===== src/design/cpu_defines.svh =====
`ifndef CPU_DEFINES_SVH
`define CPU_DEFINES_SVH

// Data, register and instruction word width
`define CPU_DATA_W 16

// Register file depth
`define CPU_REG_COUNT 8

// Register index width follows the depth
`define CPU_REG_IDX_W ($clog2(`CPU_REG_COUNT))

// Unified memory, 512 words
`define CPU_MEM_ADDR_W 9

// Offset inside one segment; address MSB picks code (0) or data (1)
`define CPU_SEG_OFFSET_W 8

// Opcode field width
`define CPU_OPCODE_W 4

// Trace credits granted by the receiver after reset
`define CPU_TRACE_CREDITS 2

`endif

===== src/design/reg_file.sv =====
`timescale 1ns/1ps
`include "cpu_defines.svh"

module reg_file (
	input  logic                       clk,
	input  logic                       rst,
	input  logic [`CPU_REG_IDX_W-1:0]  rd_idx_a,
	input  logic [`CPU_REG_IDX_W-1:0]  rd_idx_b,
	input  logic                       we,
	input  logic [`CPU_REG_IDX_W-1:0]  widx,
	input  logic [`CPU_DATA_W-1:0]     wdata,
	output logic [`CPU_DATA_W-1:0]     rd_data_a,
	output logic [`CPU_DATA_W-1:0]     rd_data_b
);

	logic [`CPU_DATA_W-1:0] regs [`CPU_REG_COUNT];

	// Write on the edge, all entries cleared on reset
	always_ff @(posedge clk) begin
		if (rst) begin
			for (int i = 0; i < `CPU_REG_COUNT; i++)
				regs[i] <= '0;
		end else if (we) begin
			regs[widx] <= wdata;
		end
	end

	// Combinational reads
	assign rd_data_a = regs[rd_idx_a];
	assign rd_data_b = regs[rd_idx_b];

	a_widx_known: assert property (@(posedge clk) disable iff (rst)
		we |-> !$isunknown(widx))
		else $error("register write with unknown index");

endmodule


===== config.mk =====
export PLATFORM = sky130hd
export DESIGN_NAME = reg_file
export DESIGN_NICKNAME = d
export VERILOG_FILES = /design/src/design/reg_file.sv
export VERILOG_INCLUDE_DIRS = /design/src /design/src/design
export SDC_FILE = /design/constraint.sdc
export NUM_CORES = 1
export LEC_CHECK = 0
export BUFFER_PORTS_ARGS = -buffer_cell sky130_fd_sc_hd__buf_2
export CAP_MARGIN = 20
export CORE_UTILIZATION = 40
export CTS_CLUSTER_SIZE = 20
export DETAILED_ROUTE_END_ITERATION = 16
export HOLD_SLACK_MARGIN = 0.05
export PLACE_DENSITY = 0.55
export SLEW_MARGIN = 25
export SYNTH_ARGS = -nofsm -noshare
export SYNTH_HDL_FRONTEND = slang
export SYNTH_SLANG_ARGS = --single-unit

===== constraint.sdc =====
create_clock -name clk -period 2.9 [get_ports clk]
set_clock_uncertainty 0.2 [all_clocks]
set_input_delay 0.29 -clock clk [delete_from_list [all_inputs] [get_ports clk]]
set_output_delay 0.29 -clock clk [all_outputs]
set_load 0.02 [all_outputs]

==> run_results.csv <==
group,metric,value,unit
cts,cts_resized,0,
finish,syn2layout_area_growth,14.6,%
timing,timing.fmax,431,MHz
yosys,avgSynthCellArea,16.3,sq um
routing,drtAntennaViolNets,0,
pwr,power_leakage,2.74,nW
hold_path,min_path_type,"primary input to flop",
placement,numPortBuffers,59,
finish,n_fill_cell,1543,
cts,clk_pin_slew,0.05,ns
finish,layout_commonest_cell,"edfxtp_1",
routing,wl_per_cell,24.1,um
yosys,synth_seq_cells,128,
routing,firstDrtPassIters,5,
finish,nNetsFinal,510,
timing,whs,0.151,ns
cts,cts-root-buf,"clkbuf_16",
timing,setup_viol,0,
yosys,synth_fp_nets,458,
timing,timing.final.ws_setup,0.581,ns
routing,totalWireLength,17.3,mm
yosys,ys.flop_type,"edfxtp_1",
placement,place_hpwl,9.99,mm
die,die_x,134,um
pwr,p_per_area,592,mW/mm^2
worst_setup_path,arrival,1.83,ns
global_routing,grt_max_degree,65,
worst_setup_path,worstSetupStartpointType,"flop",
cts,cts_sinks,128,
status,status,"finished clean",
timing,grt_setup_unrepaired,"false",
yosys,synth_edf_count,128,
worst_setup_path,critPathMaxFanout,2,
yosys,netlist_area,0.00700,sq mm
timing,slew_viol_final,0,
finish,final_cell_mix,"edfxtp_1 (128), nor3_1 (122), buf_2 (59)",
finish,antenna_cells,0,
timing,fin_tns_setup,0,ns
cts,post-cts-setup-buffer-count,0,
placement,place_congestion,0.701,
die,core_area,0.0172,sq mm
global_routing,grt_usage,0.204,
job,max-cap-violations,0,
placement,place_ws,0.653,ns
finish,top_register,"regs",
routing,vias,4302,
timing,hold_viol,0,
die,ios,60,
cts,cts_hold_buf,0,
routing,drtIter0Drc,410,
timing,period_share,0.800,
yosys,async_reset_ff_frac,0,
cts,clk_path_buf_depth,2,
yosys,yosys_warnings,0,
timing,slew_headroom,0.497,
worst_setup_path,crit_type,"flop to output pin",
pwr,power,4.75,mW
cts,cts_tree,"built",
cts,cts.htree.levels,4,
global_routing,antenna_found_initial,0,
finish,final_core_util,0.467,
finish,drive_gt1_frac,0.326,
global_routing,grt_pass1_wl,26.2,mm
global_routing,grt_pass1_vias,4451,
timing,worst_slew_pin_slew,0.755,ns
pwr,peakVddDrop,0.418,mV
die,num_rows,48,
timing,period_needed,2.32,ns
finish,top_regs,"regs: 128 flops",
cts,cts_inserted_buffers,17,
finish,largest_reg_flops,128,
routing,viasPerCell,5.98,
worst_setup_path,worstPathRequired,2.41,ns
yosys,synthCells,430,
yosys,yosysUniqueCellTypes,21,
routing,drc,0,
yosys,synth-seq-area-share,0.549,
die,initial_core_util,0.407,
global_routing,grt.overflow.total,0,
die,die_h,134,um
die,fp.dieArea,0.0180,sq mm
worst_setup_path,critPathCaptureType,"output pin",
## critical path, cell delays in order (launching register included)
cell,delay (ns)
edfxtp_1,0.39
mux4_4,0.60
mux2_2,0.28
buf_2,0.16
## stage by stage
stage,area [sq um],instances
detailed placement,7510,688
CTS,8020,719
global route,8020,719
floorplan,7000,430
global placement,7510,688
finish,8020,719
## power by group
part | switching (mW) | total (mW) | leakage, nW | internal [mW]
registers | 0.0506 | 2.21 | 1.23 | 2.16
logic | 0.380 | 0.673 | 1.26 | 0.293
clock network | 0.716 | 1.87 | 0.257 | 1.15
total | 1.15 | 4.75 | 2.74 | 3.60
## Yosys cell counts (2+ instances only)
cell	instances	area, sq um
clkinv_1	16	60.1
edfxtp_1	128	3840
clkbuf_8	5	68.8
clkbuf_1	24	90.1
o21bai_1	8	60.1
buf_6	10	113
nand2b_1	2	12.5
mux2_2	32	360
mux4_1	56	1470
mux4_2	7	158
buf_1	6	22.5
nor3_1	122	611
nor3_2	6	60.1
## cells by family after synthesis
logic type / Yosys count / share of synthesized area
simple gates: 134 / 0.101
mux: 96 / 0.288
flops: 128 / 0.549
compound gates: 8 / 0.00858
buf+inv: 64 / 0.0531
## final timing paths
kind	from	endpoint	slack [ns]	cells after the start
setup / recovery	regs[0][15]	rd_data_a[15]	0.58	3
hold / removal	wdata[3]	regs[3][3]	0.15	3
## area by class of cell
class | count | area [sq um] | area share
clock buffer | 21 | 440 | 0.0549
clock inverter | 10 | 71.3 | 0.00889
inverter | 16 | 60.1 | 0.00749
multi-input combinational | 238 | 2810 | 0.351
sequential | 128 | 3840 | 0.479
tap | 225 | 282 | 0.0351
timing repair buffer | 81 | 510 | 0.0636
## per-layer routing
layer / track usage / share of wire / routed length (um)
met2: 0.349 / 0.52 / 9060
met4: 0.0581 / 0.0091 / 157
met5: 0 / 0 / 0
met3: 0.0393 / 0.044 / 756
met1: 0.264 / 0.42 / 7360
No activity file was read; power rests on OpenSTA's default activity.
