[config.mk]
export PLATFORM = sky130hd
export DESIGN_NAME = alu
export DESIGN_NICKNAME = d
export VERILOG_FILES = /design/src/design/cpu_pkg.sv /design/src/design/alu.sv
export VERILOG_INCLUDE_DIRS = /design/src /design/src/design
export SDC_FILE = /design/constraint.sdc
export NUM_CORES = 1
export LEC_CHECK = 0
export ABC_AREA = 1
export ABC_CLOCK_PERIOD_IN_PS = 5400
export BUFFER_PORTS_ARGS = -buffer_cell sky130_fd_sc_hd__buf_4
export CAP_MARGIN = 10
export CORE_MARGIN = 2
export CORE_UTILIZATION = 60
export DETAILED_ROUTE_END_ITERATION = 10
export GPL_TIMING_DRIVEN = 0
export PLACE_DENSITY_LB_ADDON = 0.25
export SLEW_MARGIN = 20
export SYNTH_ARGS = -nofsm -noshare
export SYNTH_HDL_FRONTEND = slang
export SYNTH_SLANG_ARGS = --single-unit
[constraint.sdc]
create_clock -name vclk -period 5.4
set_input_delay 0.54 -clock vclk [all_inputs]
set_output_delay 0.54 -clock vclk [all_outputs]
set_load 0.05 [all_outputs]
[src/design/cpu_defines.svh]
`ifndef CPU_DEFINES_SVH
`define CPU_DEFINES_SVH

// Data, register and instruction word width
`define CPU_DATA_W 16

// Register file depth
`define CPU_REG_COUNT 8

// Register index width follows the depth
`define CPU_REG_IDX_W ($clog2(`CPU_REG_COUNT))

// Unified memory, 512 words
`define CPU_MEM_ADDR_W 9

// Offset inside one segment; address MSB picks code (0) or data (1)
`define CPU_SEG_OFFSET_W 8

// Opcode field width
`define CPU_OPCODE_W 4

// Trace credits granted by the receiver after reset
`define CPU_TRACE_CREDITS 2

`endif
[src/design/cpu_pkg.sv]
`include "cpu_defines.svh"

package cpu_pkg;

	typedef enum logic [`CPU_OPCODE_W-1:0] {
		OP_ADD  = 4'h0,
		OP_SUB  = 4'h1,
		OP_AND  = 4'h2,
		OP_OR   = 4'h3,
		OP_XOR  = 4'h4,
		OP_LDI  = 4'h5,
		OP_LD   = 4'h6,
		OP_ST   = 4'h7,
		OP_BEQZ = 4'h8,
		OP_HALT = 4'hf
	} op_t;

	// Register-register view
	typedef struct packed {
		op_t                                                   opcode;
		logic [`CPU_REG_IDX_W-1:0]                             rd;
		logic [`CPU_REG_IDX_W-1:0]                             rs;
		logic [`CPU_DATA_W-`CPU_OPCODE_W-2*`CPU_REG_IDX_W-1:0] pad;
	} instr_rr_t;

	// Register-immediate view
	typedef struct packed {
		op_t                       opcode;
		logic [`CPU_REG_IDX_W-1:0] rd;
		logic [`CPU_DATA_W-`CPU_OPCODE_W-`CPU_REG_IDX_W-`CPU_SEG_OFFSET_W-1:0] pad;
		logic [`CPU_SEG_OFFSET_W-1:0] imm;
	} instr_ri_t;

	typedef union packed {
		instr_rr_t rr;
		instr_ri_t ri;
	} instr_t;

	// Instructions that end with a register write and a trace beat
	function automatic logic writes_reg(op_t op);
		case (op)
			OP_ADD, OP_SUB, OP_AND, OP_OR, OP_XOR, OP_LDI, OP_LD: return 1'b1;
			default: return 1'b0;
		endcase
	endfunction

	// Undefined codes stop the core as well
	function automatic logic is_halt(op_t op);
		case (op)
			OP_ADD, OP_SUB, OP_AND, OP_OR, OP_XOR: return 1'b0;
			OP_LDI, OP_LD, OP_ST, OP_BEQZ: return 1'b0;
			default: return 1'b1;
		endcase
	endfunction

endpackage

[src/design/alu.sv]
`timescale 1ns/1ps
`include "cpu_defines.svh"

module alu (
	input  cpu_pkg::op_t                op,
	input  logic [`CPU_DATA_W-1:0]      a,
	input  logic [`CPU_DATA_W-1:0]      b,
	output logic [`CPU_DATA_W-1:0]      result,
	output logic                        zero
);
	import cpu_pkg::*;

	always_comb begin
		case (op)
			// Sum and difference wrap at the word width
			OP_ADD: result = a + b;
			OP_SUB: result = a - b;
			OP_AND: result = a & b;
			OP_OR:  result = a | b;
			OP_XOR: result = a ^ b;
			// Branch test looks at rs only
			OP_BEQZ: result = b;
			default: result = '0;
		endcase
	end

	assign zero = (result == '0);

endmodule

==> results of run 1 <==
-- final timing paths --
check             from   endpoint  slack (ns)
hold / removal    b[0]  result[0]        1.61
setup / recovery  b[0]       zero        1.11
-- synth_stat cells --
library cell / number / area [um^2]
inv_2: 4 / 15.01
inv_1: 99 / 371.6
nor2_2: 2 / 12.51
a21oi_1: 10 / 50.05
or2_2: 2 / 12.51
buf_6: 1 / 11.26
ha_1: 48 / 600.6
nand3_1: 43 / 215.2
o2111ai_1: 1 / 8.760
a21boi_0: 1 / 7.510
nand3_2: 1 / 10.01
nand3b_1: 1 / 7.510
o21ai_1: 9 / 45.04
nor2_1: 47 / 176.4
o21ai_2: 1 / 8.760
xor2_1: 13 / 113.9
nand2_1: 143 / 536.8
nor3_1: 5 / 25.02
nand4_1: 6 / 37.54
and2_1: 1 / 6.260
xnor2_1: 1 / 8.760
o21ai_0: 19 / 95.09
o31ai_1: 1 / 7.510
a211oi_1: 4 / 30.03
fa_1: 1 / 20.02
buf_2: 4 / 20.02
-- cells by family (layout without fill, tap and decap cells) --
kind of cell	after synthesis	after routing	share of synthesized area, %
AO/OA/AOI/OAI	46	46	10.30
XOR/XNOR	14	14	4.998
adder cells (fa/ha/maj)	49	49	25.29
buffers and inverters	108	161	17.03
AND/OR/NAND/NOR	251	251	42.38
-- per-layer routing --
layer / wire [um] / up-vias / share of wire (%) / global-route usage, %
met5: 0 / - / 0 / 0
met4: 72 / 0 / 1.0 / 4.500
met3: 428 / 7 / 6.1 / 1.645
met2: 3234 / 99 / 46 / 53.52
met1: 3339 / 1395 / 47 / 43.84
li1: - / 1559 / - / -
-- cells in the final DEF (no fill, tap or decap), types with 6 or more instances in the layout --
cell	Yosys	routed
nand2_1	143	143
inv_1	99	99
buf_4	0	53
ha_1	48	48
nor2_1	47	47
nand3_1	43	43
o21ai_0	19	19
xor2_1	13	13
a21oi_1	10	10
o21ai_1	9	9
nand4_1	6	6
-- final cells by class --
| cell class | instances | area, um^2 |
|---|---|---|
| Multi-Input combinational cell | 360 | 2036 |
| Fill cell | 392 | 1057 |
| Timing Repair Buffer | 53 | 397.9 |
| Inverter | 103 | 386.6 |
| Tap cell | 50 | 62.56 |
| Buffer | 5 | 31.28 |
-- power breakdown --
group	leakage (nW)	internal, mW	total, mW	switching (mW)
logic	1.88	0.108	0.314	0.206
registers	0	0	0	0
clock network	0	0	0	0
-- stage by stage --
stage	instance area, um^2	std cells
detailed placement	2914	571
global placement	2914	571
floorplan	2454	468
finish	2914	571
CTS	2914	571
global route	2914	571
-- critical path: cells and delay by family --
kind / cells / cell delay (ns)
simple gates: 14 / 1.71
xor+xnor: 1 / 0.15
fa+ha+maj: 2 / 0.52
compound gates: 1 / 0.23
buf+inv: 6 / 0.58
==> results_dict.tcl, run 1 <==
set metrics [dict create \
    min_path_cells 6 \
    period_needed_ns 4.290 \
    ctsHoldBuffers 0 \
    antenna_found_initial 0 \
    crit_chain "buf_4, inv_1, ha_1, inv_1, nor3_1, nand3_1, nor3_1, nand3_1, nand2_1, xor2_1, inv_1, ha_1, nand2_1, inv_1, a21oi_1, nor2_1, nor2_1, nand2_1, nor2_1, nor2_1, nor2_1, nand3_1, nor2_1, buf_4" \
    max_stage_delay_ns 0.36 \
    crit_top_cell "nor2_1" \
    status "completed" \
    seq_cells 0 \
    cts_setup_buffers 0 \
    grt_max_degree 11 \
    first_pass_iters 4 \
    finalHoldViolations 0 \
    drtIter0Drc 230 \
    cts_resized 0 \
    grt-ovfl-total 0 \
    tightestPinTransition_ns 0.4871 \
    setup_viol 0 \
    drive_gt1_share_pct 13.05 \
    via_per_inst 5.359 \
    crit_required_ns 4.86 \
    ys_types 26 \
    power_uw 314.2 \
    die_h_um 67.95 \
    grt.total_usage_pct 31.25 \
    place.port_buffers 53 \
    routedWlPerCell_um 12.39 \
    finalSetupTns_ns 0 \
    nClkBuffers 0 \
    die_area_um2 4617 \
    gp_congestion 0.9473 \
    antenna_cells 0 \
    vias 3060 \
    drc 0 \
    crit_arrival_ns 3.75 \
    final_nets 608 \
    final_util_pct 73.38 \
    ant_nets 0 \
    ys_warn_count 0 \
    ys_seq_area_share_pct 0 \
    io-pin-count 53 \
    hold_path.class "primary input to primary output" \
    dp_hpwl_mm 6.076 \
    pre_cts_ws_ns 1.182 \
    finalWirelength_mm 7.074 \
    postSynthNetCount 553 \
    synth.avg_cell_area_um2 5.243 \
    rows 23 \
    fin_crit_sh_pct 79.45 \
    p_per_area_nw_per_um2 107.8 \
    slew_violations 0 \
    setup_ws_ns 1.110 \
    path_class "primary input to primary output" \
    grt_pass1_wl_mm 11.36 \
    syn_inst 468 \
    area_growth_pct 18.77 \
    die_w_um 67.95 \
    cap_violations 0 \
    start_kind "primary input" \
    crit_slowest_cell "ha_1" \
    core_region_area_um2 3971 \
    rsz0062_at_grt "false" \
    grt_pass1_vias 2664 \
    endpoint_kind "primary output" \
    maxSlewHeadroom_pct 67.33 \
    start_util_pct 61.78 \
    p_leak_nw 1.877 \
    regArea_um2 0 \
    vdd_drop_max_mv 0.07581 \
    whs_ns 1.614 \
    worst-path-max-fanout 5 \
    clock.fmax_ghz 0.2331 \
    netlist_area_um2 2454 \
]
No activity file was read; power rests on OpenSTA's default activity.
==> run 2, diff against run 1 <==
--- a/config.mk
+++ b/config.mk
@@ -7,11 +7,11 @@
 export NUM_CORES = 1
 export LEC_CHECK = 0
 export ABC_AREA = 1
-export ABC_CLOCK_PERIOD_IN_PS = 5400
+export ABC_CLOCK_PERIOD_IN_PS = 3930
 export BUFFER_PORTS_ARGS = -buffer_cell sky130_fd_sc_hd__buf_4
 export CAP_MARGIN = 10
 export CORE_MARGIN = 2
-export CORE_UTILIZATION = 60
+export CORE_UTILIZATION = 53
 export DETAILED_ROUTE_END_ITERATION = 10
 export GPL_TIMING_DRIVEN = 0
 export PLACE_DENSITY_LB_ADDON = 0.25
==> constraint.sdc (replaced) <==
create_clock -name vclk -period 3.93
set_input_delay 0.393 -clock vclk [all_inputs]
set_output_delay 0.393 -clock vclk [all_outputs]
set_load 0.05 [all_outputs]
==> run 2 against run 1 <==
Against the previous run:
- largest power group unchanged
- global-route usage shrank 3.5 points
- critical path type unchanged
- worst setup slack lost 0.93 ns
- sequential share of layout area stayed put
- final area increased by 5.5%
- flip-flop and latch count unchanged
==> results_dict.tcl, run 2 (synthesis gave the netlist of run 1 again) <==
set metrics [dict create \
    crit_arrival_ns 3.36 \
    slew_violations 0 \
    fin_area_um2 3074 \
    drtIter0Drc 294 \
    finalSetupTns_ns 0 \
    layout_commonest_cell "nand2_1" \
    grt_pass1_vias 2769 \
    max_stage_delay_ns 0.40 \
    setup_viol 0 \
    vias 3051 \
    vdd_drop_max_mv 0.08691 \
    die_h_um 72.04 \
    routedWlPerCell_um 12.61 \
    grt_max_degree 11 \
    finalWirelength_mm 7.249 \
    dp_hpwl_mm 5.932 \
    area_growth_pct 25.29 \
    endpoint_kind "primary output" \
    start_util_pct 55.58 \
    place.port_buffers 53 \
    core_region_area_um2 4414 \
    first_pass_iters 5 \
    crit_top_cell "nand2_1" \
    p_per_area_nw_per_um2 150.2 \
    drc 0 \
    crit_chain "buf_4, inv_4, ha_1, inv_1, nor3_2, nand3_2, nor3_4, nand3_2, o21ai_2, xor2_1, ha_2, nand2_4, inv_2, nand3_2, nor3_2, nand2_1, nand2_1, nand2_1, nand2_1, nor2_1, nor2_1, nand3_1, nor2_2, buf_6" \
    hold_path.class "primary input to primary output" \
    fillers 432 \
    p_leak_nw 1.900 \
    antenna_cells 0 \
    worst-path-max-fanout 6 \
    gp_congestion 0.9330 \
    path_class "primary input to primary output" \
    setup_ws_ns 0.1775 \
    drive_gt1_share_pct 19.31 \
    grt_pass1_wl_mm 12.01 \
    start_kind "primary input" \
    grt-ovfl-total 0 \
    via_per_inst 5.306 \
    final_nets 610 \
    final_util_pct 69.64 \
    crit_required_ns 3.54 \
    die_w_um 72.04 \
    multi_input_area_um2 2172 \
    grt.total_usage_pct 27.80 \
    rows 24 \
    clock.fmax_ghz 0.2665 \
    cap_violations 0 \
    final_cell_mix "nand2_1 (138), inv_1 (95), buf_4 (54)" \
    fin_crit_sh_pct 95.48 \
    dpl-instance-area_um2 2919 \
    critPathTopFamily "simple AND/OR/NAND/NOR gates" \
    antenna_found_initial 0 \
    regArea_um2 0 \
    path_buf_inv 5 \
    crit_slowest_cell "ha_2" \
    die_area_um2 5190 \
    nClkBuffers 0 \
    ant_nets 0 \
    finalHoldViolations 0 \
    maxSlewHeadroom_pct 65.41 \
    tightestPinTransition_ns 0.5157 \
    seq_cells 0 \
    status "completed" \
    pre_cts_ws_ns 0.02100 \
    period_needed_ns 3.752 \
    io-pin-count 53 \
]
run 2: changes by cell type in the layout (fill, tap and decap cells not counted), sizes merged:
cell / previous run / this run
buf: 58 / 60
run 2: report_power, final:
part | leakage [nW] | switching [mW] | total [mW] | internal (mW)
sequential | 0 | 0 | 0 | 0
combinational | 1.90 | 0.299 | 0.462 | 0.162
clock | 0 | 0 | 0 | 0
run 2: final timing paths:
check / from / cells past startpoint / slack [ns] / endpoint
worst max-delay path: b[0] / 24 / 0.18 / zero
worst min-delay path: b[0] / 6 / 1.35 / result[0]
run 2: area by class of cell:
cell class	count	share of cell area, %
Tap cell	52	2.116
Timing Repair Buffer	55	13.55
Multi-Input combinational cell	360	70.66
Inverter	103	12.66
Buffer	5	1.018
run 2: per-layer routing:
layer  vias to the layer above  share of wire (%)  track usage, %
met5                         -                  0               0
met1                      1376                 46           38.80
met3                         6                5.9           2.639
met4                         0               0.80           2.725
met2                       103                 47           48.05
li1                       1566                  -               -
run 2: per-stage QoR:
step	std cells	power [mW]	hold WS (ns)
floorplan	468	0.2937	1.181
global placement	573	0.4129	1.308
detailed placement	573	0.4226	1.325
CTS	573	0.4239	1.328
global route	575	0.5119	1.377
finish	575	0.4618	1.348
run 2: timing repair:
action,4_1_cts,5_1_grt
buffers inserted,0,2
hold buffers,0,0
endpoints found under the setup margin,0,5
gates resized for setup,0,39
