<file path="src/design/cpu_defines.svh">
`ifndef CPU_DEFINES_SVH
`define CPU_DEFINES_SVH

// Data, register and instruction word width
`define CPU_DATA_W 16

// Register file depth
`define CPU_REG_COUNT 8

// Register index width follows the depth
`define CPU_REG_IDX_W ($clog2(`CPU_REG_COUNT))

// Unified memory, 512 words
`define CPU_MEM_ADDR_W 9

// Offset inside one segment; address MSB picks code (0) or data (1)
`define CPU_SEG_OFFSET_W 8

// Opcode field width
`define CPU_OPCODE_W 4

// Trace credits granted by the receiver after reset
`define CPU_TRACE_CREDITS 2

`endif
</file>
<file path="src/design/cpu_pkg.sv">
`include "cpu_defines.svh"

package cpu_pkg;

	typedef enum logic [`CPU_OPCODE_W-1:0] {
		OP_ADD  = 4'h0,
		OP_SUB  = 4'h1,
		OP_AND  = 4'h2,
		OP_OR   = 4'h3,
		OP_XOR  = 4'h4,
		OP_LDI  = 4'h5,
		OP_LD   = 4'h6,
		OP_ST   = 4'h7,
		OP_BEQZ = 4'h8,
		OP_HALT = 4'hf
	} op_t;

	// Register-register view
	typedef struct packed {
		op_t                                                   opcode;
		logic [`CPU_REG_IDX_W-1:0]                             rd;
		logic [`CPU_REG_IDX_W-1:0]                             rs;
		logic [`CPU_DATA_W-`CPU_OPCODE_W-2*`CPU_REG_IDX_W-1:0] pad;
	} instr_rr_t;

	// Register-immediate view
	typedef struct packed {
		op_t                       opcode;
		logic [`CPU_REG_IDX_W-1:0] rd;
		logic [`CPU_DATA_W-`CPU_OPCODE_W-`CPU_REG_IDX_W-`CPU_SEG_OFFSET_W-1:0] pad;
		logic [`CPU_SEG_OFFSET_W-1:0] imm;
	} instr_ri_t;

	typedef union packed {
		instr_rr_t rr;
		instr_ri_t ri;
	} instr_t;

	// Instructions that end with a register write and a trace beat
	function automatic logic writes_reg(op_t op);
		case (op)
			OP_ADD, OP_SUB, OP_AND, OP_OR, OP_XOR, OP_LDI, OP_LD: return 1'b1;
			default: return 1'b0;
		endcase
	endfunction

	// Undefined codes stop the core as well
	function automatic logic is_halt(op_t op);
		case (op)
			OP_ADD, OP_SUB, OP_AND, OP_OR, OP_XOR: return 1'b0;
			OP_LDI, OP_LD, OP_ST, OP_BEQZ: return 1'b0;
			default: return 1'b1;
		endcase
	endfunction

endpackage

</file>
<file path="src/design/cpu_sequencer.sv">
`timescale 1ns/1ps
`include "cpu_defines.svh"

module cpu_sequencer (
	input  logic                        clk,
	input  logic                        rst,
	input  logic                        run,
	input  logic [`CPU_DATA_W-1:0]      mem_rdata,
	input  logic [`CPU_DATA_W-1:0]      rd_data_a,
	input  logic [`CPU_DATA_W-1:0]      rd_data_b,
	input  logic [`CPU_DATA_W-1:0]      alu_result,
	input  logic                        alu_zero,
	input  logic                        wb_credit,
	output logic [`CPU_MEM_ADDR_W-1:0]  mem_addr,
	output logic                        mem_we,
	output logic [`CPU_DATA_W-1:0]      mem_wdata,
	output logic [`CPU_REG_IDX_W-1:0]   rd_idx_a,
	output logic [`CPU_REG_IDX_W-1:0]   rd_idx_b,
	output cpu_pkg::op_t                alu_op,
	output logic                        reg_we,
	output logic [`CPU_REG_IDX_W-1:0]   reg_widx,
	output logic [`CPU_DATA_W-1:0]      reg_wdata,
	output logic                        halted,
	output logic                        wb_valid,
	output logic [`CPU_REG_IDX_W-1:0]   wb_reg,
	output logic [`CPU_DATA_W-1:0]      wb_data
);
	import cpu_pkg::*;

	localparam int CREDIT_W = $clog2(`CPU_TRACE_CREDITS + 1);

	localparam logic [2:0] S_IDLE      = 3'd0;
	localparam logic [2:0] S_FETCH     = 3'd1;
	localparam logic [2:0] S_DECODE    = 3'd2;
	localparam logic [2:0] S_EXECUTE   = 3'd3;
	localparam logic [2:0] S_MEMORY    = 3'd4;
	localparam logic [2:0] S_WRITEBACK = 3'd5;
	localparam logic [2:0] S_HALTED    = 3'd6;

	logic [2:0]                   state;
	logic [`CPU_SEG_OFFSET_W-1:0] pc;
	logic                         run_q;
	logic [CREDIT_W-1:0]          credits;
	instr_t                       ir;
	instr_t                       fetched;
	instr_t                       cur;
	op_t                          op;
	logic [`CPU_DATA_W-1:0]       result;
	logic                         data_access;

	assign fetched = mem_rdata;

	// In DECODE the word comes straight from memory, afterwards from the IR
	assign cur = (state == S_DECODE) ? fetched : ir;
	assign op  = ir.rr.opcode;

	// rd sits in the same bits of both views and rs exists only in RR
	assign rd_idx_a = cur.rr.rd;
	assign rd_idx_b = cur.rr.rs;
	assign alu_op   = op;

	// LD puts out its address in EXECUTE, ST writes in MEMORY
	assign data_access = (state == S_EXECUTE && op == OP_LD) ||
		(state == S_MEMORY && op == OP_ST);
	assign mem_addr  = data_access ? {1'b1, rd_data_b[`CPU_SEG_OFFSET_W-1:0]} : {1'b0, pc};
	assign mem_we    = (state == S_MEMORY) && (op == OP_ST);
	assign mem_wdata = rd_data_a;

	// Register write and trace beat share one cycle and need a credit
	assign wb_valid  = (state == S_WRITEBACK) && writes_reg(op) && (credits != '0);
	assign reg_we    = wb_valid;
	assign reg_widx  = ir.rr.rd;
	assign reg_wdata = result;
	assign wb_reg    = reg_widx;
	assign wb_data   = result;
	assign halted    = (state == S_HALTED);

	always_ff @(posedge clk) begin
		if (rst) begin
			state <= S_IDLE;
			pc    <= '0;
			run_q <= 1'b0;
		end else begin
			run_q <= run;
			case (state)
				S_IDLE: begin
					if (run && !run_q) begin
						pc    <= '0;
						state <= S_FETCH;
					end
				end
				S_FETCH: state <= S_DECODE;
				S_DECODE: begin
					if (is_halt(fetched.rr.opcode))
						state <= S_HALTED;
					else if (fetched.rr.opcode == OP_ST)
						state <= S_MEMORY;
					else
						state <= S_EXECUTE;
				end
				S_EXECUTE: state <= (op == OP_LD) ? S_MEMORY : S_WRITEBACK;
				S_MEMORY: begin
					if (op == OP_LD) begin
						state <= S_WRITEBACK;
					end else begin
						pc    <= pc + 1'b1;
						state <= S_FETCH;
					end
				end
				S_WRITEBACK: begin
					// Branch target is rd, condition is rs == 0
					if (op == OP_BEQZ) begin
						pc    <= alu_zero ? rd_data_a[`CPU_SEG_OFFSET_W-1:0] : pc + 1'b1;
						state <= S_FETCH;
					end else if (credits != '0) begin
						pc    <= pc + 1'b1;
						state <= S_FETCH;
					end
				end
				S_HALTED: state <= S_HALTED;
				default: state <= S_IDLE;
			endcase
		end
	end

	// Instruction word and result
	always_ff @(posedge clk) begin
		if (state == S_DECODE)
			ir <= fetched;
		if (state == S_EXECUTE) begin
			if (op == OP_LDI)
				result <= {{(`CPU_DATA_W-`CPU_SEG_OFFSET_W){1'b0}}, ir.ri.imm};
			else
				result <= alu_result;
		end
		if (state == S_MEMORY && op == OP_LD)
			result <= mem_rdata;
	end

	always_ff @(posedge clk) begin
		if (rst)
			credits <= CREDIT_W'(`CPU_TRACE_CREDITS);
		else
			credits <= credits - CREDIT_W'(wb_valid) + CREDIT_W'(wb_credit);
	end

	// Receiver must not return more credits than it was given
	a_credit_max: assert property (@(posedge clk) disable iff (rst)
		credits <= CREDIT_W'(`CPU_TRACE_CREDITS))
		else $error("trace credits above the reset grant");

	// A writing instruction without a credit holds in WRITEBACK
	a_stall_without_credit: assert property (@(posedge clk) disable iff (rst)
		(state == S_WRITEBACK && writes_reg(op) && credits == '0) |=>
			(state == S_WRITEBACK && $stable(pc)))
		else $error("writeback advanced without a trace credit");

endmodule

</file>
<file path="config.mk">
export PLATFORM = sky130hd
export DESIGN_NAME = cpu_sequencer
export DESIGN_NICKNAME = d
export VERILOG_FILES = /design/src/design/cpu_pkg.sv /design/src/design/cpu_sequencer.sv
export VERILOG_INCLUDE_DIRS = /design/src /design/src/design
export SDC_FILE = /design/constraint.sdc
export NUM_CORES = 1
export LEC_CHECK = 0
export ABC_AREA = 1
export BUFFER_PORTS_ARGS = -buffer_cell sky130_fd_sc_hd__buf_4
export CORE_UTILIZATION = 45
export DETAILED_ROUTE_END_ITERATION = 8
export GPL_TIMING_DRIVEN = 0
export PLACE_DENSITY_LB_ADDON = 0.1
export SLEW_MARGIN = 20
export SYNTH_ARGS = -nofsm -noshare
export SYNTH_HDL_FRONTEND = slang
export SYNTH_SLANG_ARGS = --single-unit
</file>
<file path="constraint.sdc">
create_clock -name clk -period 4.4 [get_ports clk]
set_input_delay 0.88 -clock clk [delete_from_list [all_inputs] [get_ports clk]]
set_output_delay 0.88 -clock clk [all_outputs]
set_load 0.02 [all_outputs]
</file>
==> summary.md, run 1 <==
| Metric | Value |
|---|---|
| Outcome | `finished clean` |
| HPWL after DPL | `5210 um` |
| Clock network power share | `between 10% and 20%` |
| Vert. Die Dim | `80.3 um` |
| DR vias | `2664` |
| Vias in the first global route | `approximately 2400` |
| Detailed Route WL | `6590 um` |
| CTS tree | `yes` |
| Final worst path period need | `approximately 3.4 ns` |
| Power Dens Cells | `between 400 and 500 mW/mm^2` |
| PostCTS Resize Cnt | `0` |
| Finished Layout Cells | `~560` |
| Cts hold-fix bufs | `0` |
| Max rail drop VDD | `0.335 mV` |
| RSZ-0062 raised after global routing | `no` |
| Post-Synth XOR/XNOR Area | `less than 1%` |
| Share of cells above drive strength 1 | `between 40% and 50%` |
| DR pass1 iterations | `4` |
| Post-route ant nets | `0` |
| Yosys warnings | `0` |
| Clock tree buffer depth | `2` |
| Core Area | `0.00592 sq mm` |
| Netlist Area Pre-Place | `approximately 0.0028 sq mm` |
| Row count | `28` |
| CP startpoint kind | `flip-flop` |
| Clk_skew | `roughly 0.011 ns` |
| Die X | `80.3 um` |
| Least-Margin Pin Slew | `about 1 ns` |
| Leak | `roughly 2.0 nW` |
| Crit-path max FO | `13` |
| Final Hold Viols | `0` |
| Seq pwr share | `37.7%` |
| Final Setup Violations | `0` |
| Fin Setup TNS | `0 ns` |
| Hold path cells | `2` |
| R2R Setup Slk | `approximately 2.3 ns` |
| FF-to-FF Start | `state[1]` |
| GP Congestion | `~0.84` |
| Setup Buffers After CTS | `0` |
| Compound-Gate Fraction of Synth Area | `between 10% and 20%` |
| Post-synth net total | `about 420` |
| Via-per-instance ratio | `approximately 4.7` |
| Overflow after GRT | `0` |
| Placed insts | `between 500 and 600` |
| Largest net degree at the start of global routing | `16` |
| Wirelength per Cell | `11.7 um` |
| Max-Cap Viols | `0` |
| Setup CP Type | `reg2out` |
| # port buffers | `roughly 130` |
| Net Sw Power | `about 0.63 mW` |
| Post-synthesis sequential area ratio | `between 40% and 50%` |
| Post-synthesis simple-gate area fraction | `between 20% and 30%` |
| Remaining DRCs | `0` |
| Largest family of logic cells by synthesized area | `simple AND/OR/NAND/NOR gates` |
| Mux cell area share after synthesis | `roughly 2.2%` |
| Internal Power | `slightly below 1 mW` |
| #FFs+latches synth | `between 40 and 50` |
| Post-Synth Adder-Cell Area | `around 1.4%` |
| # IOs | `about 150` |
| N_diodes | `0` |
| Initial DRC Count | `137` |
| First-pass GRT wire length | `between 10000 and 15000 um` |
| Fin util | `about two thirds` |
| Crit path arrival time | `approximately 2.6 ns` |
| Clock root buffer | `clkbuf_8` |
| Syn Inst Count | `349` |
| Max_slew headroom | `32.2%` |
| Distinct cells, synth | `30` |
| Clock sinks | `46` |
| Slew Limit Fails | `0` |
| Comb pwr share | `46.3%` |
| Req. time, crit path | `around 3.5 ns` |
| Hold path startpoint | `ir[8]` |
| Worst reg-to-reg path cell count | `5` |
| Full die area | `0.00644 sq mm` |
| # nets final | `~560` |
| Worst setup startpoint | `state[1]` |
| Area growth syn-to-layout | `42.1%` |
| Hold WC Path Type | `reg2reg` |
| Total power | `approximately 1.6 mW` |
| Clk pin slew, worst setup/hold paths | `about 0.09 ns` |
| Cts bufs inserted | `5` |
| Initial antenna violation count | `0` |
| CP endpoint kind | `output pin` |
| CTS H-Tree Depth | `2` |
| Top achievable clock speed | `291 MHz` |
| Final Cycle Share | `78.1%` |
| Clock latency at the later pin of the worst-skew pair | `around 0.31 ns` |
| Sw Share | `38.7%` |
| Mean Syn Cell Area | `7.90 sq um` |
| Total track usage | `20.9%` |
| Initial Util | `a little under half` |
[final cells by class]
| cell class | instances | area (sq um) |
|---|---|---|
| tap | 75 | 93.8 |
| timing repair buffer | 129 | 976 |
| multi-input combinational | 208 | 1040 |
| inverter | 40 | 150 |
| fill | 543 | 2000 |
| clock inverter | 3 | 18.8 |
| buffer | 55 | 390 |
| sequential | 46 | 1180 |
| clock buffer | 5 | 68.8 |
[cells in the mapped netlist (all sizes together)]
master  number  share of area (%)
ha           3                1.4
mux2i        6                2.2
or2          1               0.23
a21oi        9                2.0
nand4        3               0.91
nor3         1               0.18
clkbuf       4               0.59
xor2         1               0.32
buf         51                 14
o22ai        1               0.23
o211ai       3               0.82
nand2       72                 10
dfxtp       20                 15
o21ai       42                7.6
edfxtp      26                 28
inv         40                5.4
a211oi       1               0.27
xnor2        1               0.32
nand3       29                5.8
nor2        35                5.0
[per-layer routing]
metal,vias to the layer above,GRT usage [%],wire [um]
met5,-,0,0
met4,0,5.36,65
met3,6,5.68,578
met2,108,38.9,3250
met1,1190,23.2,2690
li1,1360,-,-
[cell usage in the layout (no fill, tap or decap), types with 2 or more instances in the layout]
cell	Yosys	routed
a21oi_1	6	6
a21oi_2	3	3
buf_2	5	5
buf_4	45	173
clkbuf_1	3	3
clkbuf_8	0	5
clkinv_2	0	2
dfxtp_1	20	20
edfxtp_1	26	26
ha_1	3	3
inv_1	39	39
mux2i_1	6	6
nand2_1	67	67
nand2_2	5	5
nand3_1	26	26
nand3_2	3	3
nand4_1	2	2
nor2_1	34	34
o211ai_1	3	3
o21ai_0	37	36
o21ai_1	5	5
[state kept, by name, summed over array words and instances, names as in the netlist]
name and flops:
credits 2, ir 16, pc 8, reg_wdata 16
run_q 1, state 3
[stage by stage]
stage / hold slack, ns / cell area, sq um / setup WS (ns)
final: 0.479 / 3920 / 0.963
after global routing: 0.527 / 3920 / 0.640
after global placement: 0.456 / 3810 / 1.36
after floorplan: 0.469 / 2760 / 1.60
after CTS: 0.481 / 3920 / 0.937
after detailed placement: 0.460 / 3830 / 1.28
[worst max-delay path, stage by stage, from the launching register on]
cell	delay, ns
dfxtp_1	0.42
nand2_1	0.11
nor2_1	0.77
inv_1	0.21
clkbuf_1	0.26
o21ai_0	0.28
buf_4	0.20
[power by group through the flow]
stage / clock (mW) / sequential [mW] / combinational, mW
detailed placement: 0 / 0.619 / 0.755
global route: 0.283 / 0.624 / 0.821
CTS: 0.264 / 0.611 / 0.756
floorplan: 0 / 0.618 / 0.474
global placement: 0 / 0.618 / 0.734
finish: 0.259 / 0.612 / 0.752
[worst paths after layout]
check / to
hold reg to reg: ir[8]
setup reg to reg: ir[6]
setup / recovery: rd_idx_b[1]
hold / removal: ir[8]
[cell families (layout without fill, tap and decap cells)]
logic type | after synthesis | after routing
AOI/OAI and AO/OA | 56 | 56
xor gates and xnor gates | 2 | 2
adders and majority gates | 3 | 3
buffers and inverters | 95 | 232
DFF | 46 | 46
muxes | 6 | 6
and+or+nand+nor | 141 | 141
(Power assumes the default switching activity.)
==> run 2: changes to the inputs <==
--- a/config.mk
+++ b/config.mk
@@ -6,7 +6,7 @@
 export SDC_FILE = /design/constraint.sdc
 export NUM_CORES = 1
 export LEC_CHECK = 0
-export ABC_AREA = 1
+export ABC_AREA = 0
 export BUFFER_PORTS_ARGS = -buffer_cell sky130_fd_sc_hd__buf_4
 export CORE_UTILIZATION = 45
 export DETAILED_ROUTE_END_ITERATION = 8
==> constraint.sdc (replaced) <==
create_clock -name clk -period 3.3 [get_ports clk]
set_input_delay 0.66 -clock clk [delete_from_list [all_inputs] [get_ports clk]]
set_output_delay 0.66 -clock clk [all_outputs]
set_load 0.02 [all_outputs]
==> run 2 against run 1 <==
  * Die area increased by 1.6%
  * Critical endpoint unchanged
  * Synthesized cell count shrank 17%
  * Sequential power is 15% higher
  * Clock skew about the same
==> summary.md, run 2 <==
| Metric | Value |
|---|---|
| Outcome | `finished clean` |
| Post-Place Cell Area | `a little under 0.004 sq mm` |
| DR vias | `2630` |
| Post-synth top cells | `buf_4 (44), nand2_1 (34), edfxtp_1 (26), dfxtp_1 (20), nand3_1 (16)` |
| Post-Synth XOR/XNOR Area | `less than 1%` |
| Clk pin slew, worst setup/hold paths | `~0.090 ns` |
| Post-synthesis simple-gate area fraction | `17.3%` |
| Core Area | `approximately 0.0060 sq mm` |
| DR pass1 iterations | `4` |
| Post-synth net total | `between 300 and 400` |
| Setup CP Type | `reg2out` |
| Yosys top cell area share | `27.8%` |
| Compound-Gate Fraction of Synth Area | `~13%` |
| Placed insts | `between 400 and 500` |
| Crit-path max FO | `16` |
| Cts bufs inserted | `5` |
| Vert. Die Dim | `about 81 um` |
| CP max-delay cell | `nor3_4` |
| Clock tree buffer depth | `2` |
| Clk_skew | `roughly 0.011 ns` |
| CTS H-Tree Depth | `2` |
| # nets final | `496` |
| Mean Syn Cell Area | `between 9 and 10 sq um` |
| Most frequent cells in the layout | `buf_4 (173), nand2_1 (34), edfxtp_1 (26), dfxtp_1 (20), nand3_1 (16)` |
| Post-Synth Adder-Cell Area | `between 1 and 1.5%` |
| Final Hold Viols | `0` |
| EDFF count, synth | `26` |
| Clock root buffer | `clkbuf_8` |
| Full die area | `~0.0066 sq mm` |
| HPWL after DPL | `between 5000 and 6000 um` |
| Remaining DRCs | `0` |
| CTS tree | `yes` |
| Vias in the first global route | `approximately 2200` |
| Total power | `around 1.7 mW` |
| Detailed Route WL | `roughly 6800 um` |
| Slew Limit Fails | `0` |
| Finished Layout Cells | `500` |
| PostCTS Resize Cnt | `0` |
| Fin area | `roughly 0.0040 sq mm` |
| M3 GR Usage | `under 10%` |
| Post-route ant nets | `0` |
| Max rail drop VDD | `0.403 mV` |
| Syn Inst Count | `around 290` |
| Post-synthesis sequential area ratio | `~42%` |
| #FFs+latches synth | `46` |
| Initial Util | `between 40% and 50%` |
| Cts hold-fix bufs | `0` |
| Overflow after GRT | `0` |
| Synth area leader | `edfxtp_1` |
| Max_slew headroom | `a little under half` |
| Most common cell after layout, fill and taps aside | `buf_4` |
| Hold WC Path Type | `reg2reg` |
| First-pass GRT wire length | `between 10000 and 15000 um` |
| Area growth syn-to-layout | `42.1%` |
| Asr flop ratio synth | `0%` |
| Largest net degree at the start of global routing | `17` |
| Setup Buffers After CTS | `0` |
| Initial antenna violation count | `0` |
| Die X | `80.9 um` |
| Via-per-instance ratio | `5.26` |
| Final Setup Violations | `0` |
| Share of cells above drive strength 1 | `48.0%` |
| Initial DRC Count | `118` |
| Top achievable clock speed | `approximately 320 MHz` |
| CP endpoint kind | `output pin` |
| CP startpoint kind | `flip-flop` |
| Grt met1 use | `between 20% and 30%` |
| Power Dens Cells | `~430 mW/mm^2` |
| N_diodes | `0` |
| Wirelength per Cell | `13.7 um` |
| Fin util | `between 60% and 70%` |
| # IOs | `146` |
| Mux cell area share after synthesis | `between 9 and 10%` |
| Row count | `28` |
| Top post-synthesis cells by area | `edfxtp_1 (28%), dfxtp_1 (14%), buf_4 (12%)` |
| # port buffers | `~130` |
| Least-Margin Pin Slew | `roughly 0.80 ns` |
| RSZ-0062 raised after global routing | `no` |
| GP Congestion | `just under 0.9` |
| Max-Cap Viols | `0` |
| Final Cycle Share | `a little over 90%` |
| Clock latency at the later pin of the worst-skew pair | `about 0.30 ns` |
| Top Usage Layer GRT | `met2` |
| Leak | `around 1.8 nW` |
| Top FF cell, synth | `edfxtp_1` |
| Total track usage | `between 20% and 30%` |
| Netlist Area Pre-Place | `about 0.0028 sq mm` |
| Req. time, crit path | `2.64 ns` |
| Fin Setup TNS | `0 ns` |
| Most common cell in the synthesized netlist | `buf_4` |
| Crit path arrival time | `2.42 ns` |
| Yosys warnings | `0` |
| GR Util met2 | `35.0%` |
| Crit path largest cell delay | `~0.64 ns` |
| Cells along the critical path | `clkbuf_1, inv_1, nor3_4, mux2_2, buf_4` |
| Final worst path period need | `around 3.1 ns` |
| Largest family of logic cells by synthesized area | `simple AND/OR/NAND/NOR gates` |
| Distinct cells, synth | `57` |
| Clock sinks | `46` |
| Fillcell total | `500` |
-- run 2: cell types whose count changed in the layout (fill, tap and decap cells not counted), sizes merged, moves of 5 or more --
cell,previous run,this run
a31oi,0,5
o21ai,42,13
a21oi,9,3
mux2,0,15
clkbuf,9,14
nand2,72,34
nand3,29,16
inv,41,11
nor2,35,9
mux2i,6,11
-- run 2: layout make-up --
type / count / area (sq um) / share of cell area [%]
Inverter: 10 / 37.5 / 0.942
Tap cell: 75 / 93.8 / 2.35
Multi-Input combinational cell: 176 / 1210 / 30.3
Buffer: 56 / 383 / 9.61
Timing Repair Buffer: 129 / 968 / 24.3
Sequential cell: 46 / 1180 / 29.6
Clock buffer: 5 / 68.8 / 1.73
Clock inverter: 3 / 43.8 / 1.10
-- run 2: layer usage --
layer	part of all wire, %	vias up
met5	0	-
met4	1.4	0
met2	50	118
met3	7.7	9
li1	-	1281
met1	41	1222
-- run 2: stage by stage --
stage | hold WS, ns | worst slack [ns]
2_1_floorplan | 0.465 | 0.744
3_3_place_gp | 0.460 | 0.230
3_5_place_dp | 0.473 | 0.543
4_1_cts | 0.495 | 0.206
5_1_grt | 0.506 | 0.0648
6_report | 0.506 | 0.217
-- run 2: logic make-up after synthesis --
family                   Yosys count
adder cells (fa/ha/maj)            3
multiplexers                      26
AO/OA/AOI/OAI                     52
AND/OR/NAND/NOR                   92
flip-flops                        46
buffers and inverters             66
XOR/XNOR                           3
-- run 2: worst max-delay path: cells and delay by family (launching register included) --
family                 cells  cell delay (ns)
multiplexers               1             0.43
flip-flops                 1             0.39
buffers and inverters      3             0.65
AND/OR/NAND/NOR            1             0.64
-- run 2: power breakdown --
| part | switching, mW | internal [mW] |
|---|---|---|
| sequential | 0.0382 | 0.668 |
| clock | 0.204 | 0.227 |
| combinational | 0.273 | 0.289 |
-- run 2: worst paths after layout --
path,endpoint,from,depth (start not counted),slack [ns]
worst min register to register,ir[8],ir[8],1,0.51
worst min-delay path,ir[8],ir[8],1,0.51
worst max register to register,credits[1],state[1],9,0.85
worst max-delay path,rd_idx_b[1],state[1],5,0.22
==> run 3: changes to the inputs <==
--- a/config.mk
+++ b/config.mk
@@ -8,7 +8,9 @@
 export LEC_CHECK = 0
 export ABC_AREA = 0
 export BUFFER_PORTS_ARGS = -buffer_cell sky130_fd_sc_hd__buf_4
-export CORE_UTILIZATION = 45
+export CELL_PAD_IN_SITES_DETAIL_PLACEMENT = 1
+export CELL_PAD_IN_SITES_GLOBAL_PLACEMENT = 2
+export CORE_UTILIZATION = 26
 export DETAILED_ROUTE_END_ITERATION = 8
 export GPL_TIMING_DRIVEN = 0
 export PLACE_DENSITY_LB_ADDON = 0.1
==> run 3 against run 2 <==
  * Sequential power hardly changed
  * Wire length is 21% higher
  * Maximum frequency is 3.6% higher
  * Register-to-register slack hardly changed
  * Worst setup slack better by 0.11 ns
  * Largest power group unchanged
  * Global-route usage is 5.6 points lower
  * Worst hold slack worse by 0.021 ns
  * Design area is 1.6% higher
  * Sequential cell count stayed put
==> summary.md, run 3 (synthesis gave the netlist of run 2 again) <==
| Metric | Value |
|---|---|
| Outcome | `finished clean` |
| Internal Power | `~1.1 mW` |
| Crit path arrival time | `around 2.3 ns` |
| DR pass1 iterations | `4` |
| Detailed Route WL | `8260 um` |
| Cts bufs inserted | `5` |
| Max rail drop VDD | `approximately 0.16 mV` |
| Req. time, crit path | `between 2 and 3 ns` |
| Final Cycle Share | `between 90% and 100%` |
| PostCTS Resize Cnt | `1` |
| CTS H-Tree Depth | `2` |
| Crit path largest cell delay | `0.63 ns` |
| # IOs | `around 150` |
| Overflow after GRT | `0` |
| Clock network power share | `approximately a fifth` |
| Vert. Die Dim | `~110 um` |
| GP Congestion | `0.737` |
| Cells along the critical path | `nor3b_1, and2_1, o21ai_2, mux2_2, buf_4` |
| Setup Buffers After CTS | `0` |
| CTS tree | `yes` |
| Clock sinks | `46` |
| Initial DRC Count | `60` |
| FF-to-FF Start | `state[2]` |
| Most frequent cells in the layout | `buf_4 (173), nand2_1 (34), edfxtp_1 (26), dfxtp_1 (20), nand3_1 (16)` |
| Core Area | `about 0.010 sq mm` |
| Clock root buffer | `clkbuf_8` |
| Crit path max-delay family | `simple AND/OR/NAND/NOR gates` |
| Post-route ant nets | `0` |
| Most common cell after layout, fill and taps aside | `buf_4` |
| Sw Share | `a little under a third` |
| Fin Setup TNS | `0 ns` |
| Area growth syn-to-layout | `44.4%` |
| Hold path cells | `1` |
| Clock tree buffer depth | `2` |
| Cts hold-fix bufs | `0` |
| Setup CP Type | `reg2out` |
| Initial Util | `between 20% and 30%` |
| CP max-delay cell | `nor3b_1` |
| Hold Crit Endpoint | `ir[8]` |
| RSZ-0062 raised after global routing | `no` |
| # port buffers | `between 100 and 150` |
| Final Hold Viols | `0` |
| Share of cells above drive strength 1 | `approximately 48%` |
| Clock latency at the later pin of the worst-skew pair | `0.29 ns` |
| Max-Cap Viols | `0` |
| # nets final | `about 500` |
| Fin util | `approximately two fifths` |
| Row count | `37` |
| Slew Limit Fails | `0` |
| Largest net degree at the start of global routing | `17` |
| Final worst path period need | `between 2 and 3 ns` |
| Comb pwr share | `35.4%` |
| Initial antenna violation count | `0` |
| WP depth | `5` |
| Via-per-instance ratio | `4.60` |
| Crit-path max FO | `9` |
| Die X | `106 um` |
| Leak | `between 1.5 and 2 nW` |
| Clk pin slew, worst setup/hold paths | `around 0.090 ns` |
| First-pass GRT wire length | `13100 um` |
| Seq pwr share | `roughly 44%` |
| N_diodes | `0` |
| R2R Setup Slk | `~0.85 ns` |
| Vias in the first global route | `approximately 2600` |
| Full die area | `approximately 0.011 sq mm` |
| HPWL after DPL | `6500 um` |
| Least-Margin Pin Slew | `between 0.7 and 0.8 ns` |
| Net Sw Power | `slightly above 0.5 mW` |
| R2R Path End | `reg_wdata[4]` |
| DR vias | `between 2000 and 3000` |
| Buf+Inv Stages, Crit Path | `1` |
| Total track usage | `14.9%` |
| Fillcell total | `roughly 1200` |
| Hold path startpoint | `ir[8]` |
| Max_slew headroom | `between 50% and 60%` |
| CP startpoint kind | `flip-flop` |
| Power Dens Cells | `399 mW/mm^2` |
| Remaining DRCs | `0` |
| Top achievable clock speed | `336 MHz` |
| Worst reg-to-reg path cell count | `3` |
| Final Setup Violations | `0` |
| Hold WC Path Type | `reg2reg` |
| Wirelength per Cell | `approximately 15 um` |
| CP endpoint kind | `output pin` |
| Clk_skew | `0.00339 ns` |
==> run 3: per-stage QoR <==
stage          worst slack, ns  hold slack [ns]  instance area (sq um)  cells  power, mW
2_1_floorplan            0.744            0.465                   2800    288       1.04
3_3_place_gp            0.0415            0.458                   3940    553       1.28
3_5_place_dp             0.340            0.470                   3960    554       1.30
4_1_cts                  0.264            0.492                   4050    562       1.65
5_1_grt                  0.159            0.509                   4050    562       1.70
6_report                 0.326            0.485                   4050    562       1.62
==> run 3: layout make-up <==
type / count / area (sq um) / share of cell area, %
Tap cell: 136 / 170 / 4.20
Multi-Input combinational cell: 176 / 1210 / 29.9
Buffer: 56 / 383 / 9.45
Clock inverter: 2 / 10.0 / 0.247
Clock buffer: 6 / 72.6 / 1.79
Timing Repair Buffer: 130 / 983 / 24.3
Inverter: 10 / 37.5 / 0.927
Sequential cell: 46 / 1180 / 29.2
==> run 3: layer usage <==
metal	global-route usage, %	vias to the layer above	part of all wire (%)
met5	0	-	0
met4	4.17	0	0.84
met3	2.60	4	5.3
met2	26.2	88	50
met1	18.5	1216	44
li1	-	1279	-
==> run 3: how the worst max path moves through the flow <==
| stage | from | to | slack [ns] |
|---|---|---|---|
| 5_1_grt | state[2] | mem_addr[2] | 0.16 |
| 4_1_cts | state[2] | mem_addr[3] | 0.26 |
| 3_5_place_dp | state[0] | mem_addr[7] | 0.34 |
| 2_1_floorplan | state[1] | credits[1] | 0.74 |
| 3_3_place_gp | state[1] | rd_idx_b[0] | 0.04 |
| 6_report | state[2] | mem_addr[3] | 0.33 |
==> run 3: power groups by stage <==
stage,clock (mW),combinational [mW],sequential (mW)
6_report,0.341,0.572,0.704
4_1_cts,0.362,0.581,0.705
2_1_floorplan,0,0.333,0.712
5_1_grt,0.378,0.610,0.714
3_5_place_dp,0,0.580,0.718
3_3_place_gp,0,0.569,0.714
==> run 3: worst register-to-register path: stages (launching register included) <==
cell and delay (ns):
dfxtp_1 0.43, nor3b_1 0.63, nand2_1 0.38, nand2_1 0.64
